## src/noc_defs.svh

```systemverilog
`ifndef NOC_DEFS_SVH
`define NOC_DEFS_SVH

// flit payload width
`define FLIT_W 16

// direction code width, codes 5..7 unused
`define DIR_W 3

// n, s, w, e, l
`define NUM_PORTS 5

`endif

```

## src/noc_dir_pkg.sv

```systemverilog
`include "noc_defs.svh"

package noc_dir_pkg;

        typedef logic [`DIR_W-1:0] dir_t;               // next-hop / output direction code

        // one bit per router port, indexed by direction code
        typedef logic [`NUM_PORTS-1:0] port_vec_t;

        localparam dir_t DIR_N = dir_t'(0);
        localparam dir_t DIR_S = dir_t'(1);
        localparam dir_t DIR_W = dir_t'(2);
        localparam dir_t DIR_E = dir_t'(3);
        localparam dir_t DIR_L = dir_t'(4);             // local port, highest code

endpackage

```

## src/noc_flit_pkg.sv

```systemverilog
`include "noc_defs.svh"

package noc_flit_pkg;

        typedef logic [`FLIT_W-1:0] flit_t;             // flit payload

        // one bit per candidate input of an arbiter
        // every port except the guarded output itself
        typedef logic [`NUM_PORTS-2:0] cand_vec_t;

endpackage

```

## src/flit_crossbar.sv

```systemverilog
`include "noc_defs.svh"

module flit_crossbar (
        input  logic                                    clk,
        input  logic                                    arst_n_i,
        input  noc_dir_pkg::port_vec_t [`NUM_PORTS-1:0] grant_i,     // per output, one-hot
        input  noc_flit_pkg::flit_t [`NUM_PORTS-1:0]    flit_i,
        output noc_dir_pkg::port_vec_t                  out_valid_o,
        output noc_flit_pkg::flit_t [`NUM_PORTS-1:0]    out_flit_o
);
        import noc_dir_pkg::*;
        import noc_flit_pkg::*;

        flit_t [`NUM_PORTS-1:0] sel_flit;
        port_vec_t              any_gnt;

        // and-or mux, grants are one-hot so at most one term survives
        always_comb begin
                sel_flit = '0;
                for (int o = 0; o < `NUM_PORTS; o++) begin
                        any_gnt[o] = |grant_i[o];
                        for (int i = 0; i < `NUM_PORTS; i++) begin
                                sel_flit[o] = sel_flit[o] | (flit_i[i] & {`FLIT_W{grant_i[o][i]}});
                        end
                end
        end

        always_ff @(posedge clk or negedge arst_n_i) begin
                if (!arst_n_i) begin
                        out_valid_o <= '0;
                        out_flit_o  <= '0;
                end else begin
                        out_valid_o <= any_gnt;         // clears when no grant
                        for (int o = 0; o < `NUM_PORTS; o++) begin
                                if (any_gnt[o]) begin
                                        out_flit_o[o] <= sel_flit[o];
                                end
                        end
                end
        end

endmodule

```

## src/route_comparator.sv

```systemverilog
`include "noc_defs.svh"

module route_comparator #(
        parameter noc_dir_pkg::dir_t OUT_DIR = noc_dir_pkg::DIR_E
) (
        input  noc_dir_pkg::port_vec_t             in_valid_i,
        input  noc_dir_pkg::dir_t [`NUM_PORTS-1:0] nexthop_i,
        output noc_flit_pkg::cand_vec_t            req_o
);
        import noc_dir_pkg::*;

        // candidate slots are the other four directions, ascending code order
        for (genvar k = 0; k < `NUM_PORTS - 1; k++) begin : g_cand
                // skip over the guarded direction
                localparam dir_t CAND_DIR = (k < OUT_DIR) ? dir_t'(k) : dir_t'(k + 1);

                // unused codes 5..7 never equal a real OUT_DIR
                assign req_o[k] = in_valid_i[CAND_DIR] && (nexthop_i[CAND_DIR] == OUT_DIR);
        end

endmodule

```

## src/rr_priority_enc.sv

```systemverilog
module rr_priority_enc (
        input  noc_flit_pkg::cand_vec_t req_i,
        input  noc_flit_pkg::cand_vec_t ptr_i,     // one-hot, slot with highest priority
        output noc_flit_pkg::cand_vec_t gnt_o,
        output logic                    any_gnt_o
);
        import noc_flit_pkg::*;

        localparam int N = $bits(cand_vec_t);

        logic [2*N-1:0] req_dbl;
        logic [2*N-1:0] ptr_ext;
        logic [2*N-1:0] gnt_dbl;

        // requests twice side by side so the search wraps around
        assign req_dbl = {req_i, req_i};
        assign ptr_ext = {{N{1'b0}}, ptr_i};

        // borrow ripples up from the pointer and stops at the first request
        // at or above it, that bit is the only one left set by the mask
        assign gnt_dbl = req_dbl & ~(req_dbl - ptr_ext);

        // fold upper half back onto the slots
        assign gnt_o = gnt_dbl[N-1:0] | gnt_dbl[2*N-1:N];

        assign any_gnt_o = |gnt_o;                 // to pointer update

endmodule

```

## src/rr_processor.sv

```systemverilog
`include "noc_defs.svh"

module rr_processor #(
        parameter noc_dir_pkg::dir_t OUT_DIR = noc_dir_pkg::DIR_E
) (
        input  logic                               clk,
        input  logic                               arst_n_i,
        input  noc_dir_pkg::port_vec_t             in_valid_i,
        input  noc_dir_pkg::dir_t [`NUM_PORTS-1:0] nexthop_i,
        output noc_dir_pkg::port_vec_t             grant_o
);
        import noc_flit_pkg::*;

        localparam int N_CAND = $bits(cand_vec_t);

        cand_vec_t req;
        cand_vec_t ptr_q;
        cand_vec_t gnt;
        logic      any_gnt;

        route_comparator #(
                .OUT_DIR    (OUT_DIR)
        ) u_route_comparator (
                .in_valid_i (in_valid_i),
                .nexthop_i  (nexthop_i),
                .req_o      (req)
        );

        rr_priority_enc u_rr_priority_enc (
                .req_i      (req),
                .ptr_i      (ptr_q),
                .gnt_o      (gnt),
                .any_gnt_o  (any_gnt)
        );

        // pointer moves to the slot after the winner, holds when idle
        always_ff @(posedge clk or negedge arst_n_i) begin
                if (!arst_n_i) begin
                        ptr_q <= cand_vec_t'(1);
                end else if (any_gnt) begin
                        ptr_q <= {gnt[N_CAND-2:0], gnt[N_CAND-1]};   // rotate left
                end
        end

        // slots back onto port bits, own direction is a hole
        for (genvar d = 0; d < `NUM_PORTS; d++) begin : g_spread
                if (d < OUT_DIR) begin : g_below
                        assign grant_o[d] = gnt[d];
                end else if (d == OUT_DIR) begin : g_self
                        assign grant_o[d] = 1'b0;
                end else begin : g_above
                        assign grant_o[d] = gnt[d-1];
                end
        end

endmodule

```

## src/switch_alloc_top.sv

```systemverilog
`include "noc_defs.svh"

module switch_alloc_top (
        input  logic                                    clk,
        input  logic                                    arst_n_i,
        input  noc_dir_pkg::port_vec_t                  in_valid_i,
        input  noc_dir_pkg::dir_t [`NUM_PORTS-1:0]      nexthop_i,
        input  noc_flit_pkg::flit_t [`NUM_PORTS-1:0]    flit_i,
        output noc_dir_pkg::port_vec_t [`NUM_PORTS-1:0] out_grant_o,  // back to input side
        output noc_dir_pkg::port_vec_t                  out_valid_o,
        output noc_flit_pkg::flit_t [`NUM_PORTS-1:0]    out_flit_o
);
        import noc_dir_pkg::*;

        // one arbiter per output
        rr_processor #(
                .OUT_DIR    (DIR_N)
        ) u_rr_n (
                .clk        (clk),
                .arst_n_i   (arst_n_i),
                .in_valid_i (in_valid_i),
                .nexthop_i  (nexthop_i),
                .grant_o    (out_grant_o[DIR_N])
        );

        rr_processor #(
                .OUT_DIR    (DIR_S)
        ) u_rr_s (
                .clk        (clk),
                .arst_n_i   (arst_n_i),
                .in_valid_i (in_valid_i),
                .nexthop_i  (nexthop_i),
                .grant_o    (out_grant_o[DIR_S])
        );

        rr_processor #(
                .OUT_DIR    (DIR_W)
        ) u_rr_w (
                .clk        (clk),
                .arst_n_i   (arst_n_i),
                .in_valid_i (in_valid_i),
                .nexthop_i  (nexthop_i),
                .grant_o    (out_grant_o[DIR_W])
        );

        rr_processor #(
                .OUT_DIR    (DIR_E)
        ) u_rr_e (
                .clk        (clk),
                .arst_n_i   (arst_n_i),
                .in_valid_i (in_valid_i),
                .nexthop_i  (nexthop_i),
                .grant_o    (out_grant_o[DIR_E])
        );

        rr_processor #(
                .OUT_DIR    (DIR_L)
        ) u_rr_l (
                .clk        (clk),
                .arst_n_i   (arst_n_i),
                .in_valid_i (in_valid_i),
                .nexthop_i  (nexthop_i),
                .grant_o    (out_grant_o[DIR_L])
        );

        // flits land on outputs one cycle after their grant
        flit_crossbar u_flit_crossbar (
                .clk         (clk),
                .arst_n_i    (arst_n_i),
                .grant_i     (out_grant_o),
                .flit_i      (flit_i),
                .out_valid_o (out_valid_o),
                .out_flit_o  (out_flit_o)
        );

endmodule
```

## config.mk

```make
export PLATFORM = sky130hd
export DESIGN_NAME = switch_alloc_top
export DESIGN_NICKNAME = d
export VERILOG_FILES = /design/src/noc_dir_pkg.sv /design/src/noc_flit_pkg.sv /design/src/flit_crossbar.sv /design/src/route_comparator.sv /design/src/rr_priority_enc.sv /design/src/rr_processor.sv /design/src/switch_alloc_top.sv
export VERILOG_INCLUDE_DIRS = /design/src
export SDC_FILE = /design/constraint.sdc
export NUM_CORES = 1
export LEC_CHECK = 0
export CAP_MARGIN = 20
export CORE_MARGIN = 2
export CORE_UTILIZATION = 40
export CTS_CLUSTER_DIAMETER = 200
export CTS_CLUSTER_SIZE = 12
export DETAILED_ROUTE_END_ITERATION = 7
export DONT_BUFFER_PORTS = 1
export PLACE_DENSITY = 0.58
export SYNTH_ARGS = -nofsm -noshare
export SYNTH_HDL_FRONTEND = slang
export SYNTH_SLANG_ARGS = --single-unit
export TNS_END_PERCENT = 10
```

## constraint.sdc

```tcl
create_clock -name clk -period 4.7 [get_ports clk]
set_input_delay 0.94 -clock clk [delete_from_list [all_inputs] [get_ports clk]]
set_output_delay 0.94 -clock clk [all_outputs]
set_load 0.1 [all_outputs]
```

==> impl_metrics.toml <==
[detailed_routing]
firstDrtPassIters = 8
postRouteAntennaNets = 0
viasPerCell = 6.87
first_iter_violations = 746
wl_mm = 25.6
post_drt_wl_per_cell_um = 28.5
vias = 6161
drc = 0

[clocking]
cts.sinks = 105
clock_latency_ps = 350
cts_tree = "done"
clk_pin_slew_ps = 80
cts_setup_buffers = 0
root_buffer = "clkbuf_16"
numCtsBuffers = 9
holdBufCountCts = 0
htreeDepth = 3
cts.path.max_buffers = 2
cts_resized = 0

[cells_and_area]
diodes = 0
multi_input_area_um2 = 3680
seqCellArea_um2 = 2630
finalCoreUtilization = 0.457
drive_gt1_frac = 0.143
syn2layout_area_growth_pct = 12.9
fillers = 1547
finalNetCount = 798
design_area_um2 = 7490

[synth]
ys_seq_elements = 105
ys_warn_count = 0
syn_area_um2 = 6640
synth_flop_cell = "dfrtp_1"
yosysSeqAreaShare = 0.397
netlist_top_cells_count = "dfrtp_1 (100), a221o_1 (76), inv_1 (64)"
yosysUniqueCellTypes = 67
synth_async_sr_flop_share = 1.00
synth_cells = 665
yosysTopAreaCell = "dfrtp_1"
synth.area.top_cells = "dfrtp_1 (38%), a221o_1 (11%), a21o_1 (5.4%)"
synth_enable_flop_cells = 0
yosysMostFrequentCell = "dfrtp_1"
postSynthAreaPerCell_um2 = 9.98
synth_top_area_share = 0.377

[grt]
grt_max_degree = 106
grt_pass1_wl_mm = 38.0
antenna_found_initial = 0
grt-ovfl-total = 0
grt_pass1_vias = 6198
grtUsageTotal = 0.285

[sta]
max_slew_margin = 0.244
setup_viol = 0
fin_crit_ps = 4230
max_freq_mhz = 237
fin_crit_sh = 0.900
worst_pin_slew_ps = 1130
fin_setup_tns_ps = 0
rsz0062_at_grt = "no"
hold_viol_final = 0
fin_skew_ps = 8.55
drv_slew = 0

[placed_design]
io_buffers = 0
dp_hpwl_mm = 18.0
routabilityCongestion = 0.857
post_dp_cell_area_um2 = 7170

[worst_setup_path]
start_kind = "primary input"
critPathBufInv = 0
crit_chain = "nor4b_2, ha_1, and3b_1, a211oi_1, nand3_1, nand3b_1, and2_2"
cp_top_family = "simple AND/OR/NAND/NOR gates"
crit_type = "primary input to output port"
cp_max_fo = 5
cp_data_arrival_time_ps = 3290
critPathCaptureType = "output port"
cp_slowest_cell = "and2_2"
critPathMaxStageDelay_ps = 590
worstPathRequired_ps = 3760

[hold_path]
hold_path.class = "primary input to asynchronous set/reset pin"

[floorplanning]
coreArea_um2 = 16400
io_pins = 212
die-area_um2 = 17600
std_cell_rows = 47
start_util = 0.404
dieWidth_um = 133
die_h_um = 133

[run_status]
outcome = "complete, no violations"

[power_and_ir_drop]
ir_worst_vdd_mv = 0.409
p_per_area_nw_per_um2 = 831
power_leakage_uw = 0.00362

[job]
maxCapViolCount = 0
[metal layers]
layer | vias to the layer above | GRT usage | wire [um]
met3 | 67 | 0.0874 | 3020
met2 | 455 | 0.450 | 11900
li1 | 2604 | - | -
met4 | 0 | 0.122 | 802
met5 | - | 0 | 0
met1 | 3035 | 0.362 | 9820
[through the flow]
step / setup slack, ps / total power [uW] / hold slack, ps / std cells
2_1_floorplan: -61.0 / 4970 / 450 / 669
3_3_place_gp: 599 / 5390 / 463 / 880
3_5_place_dp: 470 / 5440 / 466 / 880
4_1_cts: 532 / 6230 / 260 / 896
5_1_grt: 283 / 6440 / 260 / 897
6_report: 472 / 6220 / 279 / 897
[cells in the final DEF (no fill, tap or decap), types with 8 or more instances in the layout]
| cell type | n |
|---|---|
| nand2_1 | 48 |
| a22o_1 | 30 |
| a222oi_1 | 32 |
| nor2_1 | 27 |
| ha_1 | 19 |
| o211ai_1 | 19 |
| a21o_1 | 48 |
| inv_1 | 64 |
| a221o_1 | 76 |
| buf_4 | 36 |
| clkbuf_16 | 10 |
| dfrtp_1 | 100 |
| nand3_1 | 8 |
| a21oi_1 | 14 |
[where the power goes]
group / switching, uW / leakage (uW) / internal, uW / total, uW
Clock: 362 / 0.000147 / 417 / 780
Sequential: 2770 / 0.00130 / 1240 / 4010
Combinational: 790 / 0.00218 / 648 / 1440
[registers in the layout (all words and copies together) (netlist names)]
register                     cells
u_rr_n.ptr_q                     4
u_rr_s.ptr_q                     4
u_rr_w.ptr_q                     4
u_rr_l.ptr_q                     4
u_flit_crossbar.out_valid_o      5
u_flit_crossbar.out_flit_o      80
u_rr_e.ptr_q                     4
[worst register-to-register path, stage by stage (launching register included)]
cell and delay, ps:
dfstp_2 550, and2_1 160, fa_1 220, nor2b_1 50, o21ai_0 270, a21oi_1 240, nor2_4 580, buf_4 410
a211oi_4 70, buf_4 200, a221o_1 320
[cells by family after synthesis]
group	share of synthesized area
flip-flops	0.397
AND/OR/NAND/NOR	0.125
XOR/XNOR	0.0106
adder cells (fa/ha/maj)	0.0509
AO/OA/AOI/OAI	0.342
multiplexers	0.00471
buffers and inverters	0.0696
other	0.000565
[cell type report]
class                           count  share of cell area
Multi-Input combinational cell    452               0.491
Sequential cell                   105               0.352
Timing Repair Buffer               40              0.0494
Tap cell                          220              0.0367
Inverter                           64              0.0321
Clock buffer                       10              0.0306
Clock inverter                      6             0.00885
[final timing paths]
check / from / to / slack, ps / cells after the start
worst max-delay path: nexthop_i[7] / out_grant_o[4] / 470 / 7
worst min-delay path: arst_n_i / u_flit_crossbar.out_flit_o[66] / 280 / 0
worst max register to register: u_rr_l.ptr_q[0] / u_flit_crossbar.out_flit_o[74] / 1520 / 10
worst min register to register: u_rr_l.ptr_q[2] / u_rr_l.ptr_q[2] / 480 / 1
max in group asynchronous: arst_n_i / u_rr_n.ptr_q[0] / 4210 / 0
min in group clk: u_rr_l.ptr_q[2] / u_rr_l.ptr_q[2] / 480 / 1
Power figures use the tool's default switching activity.
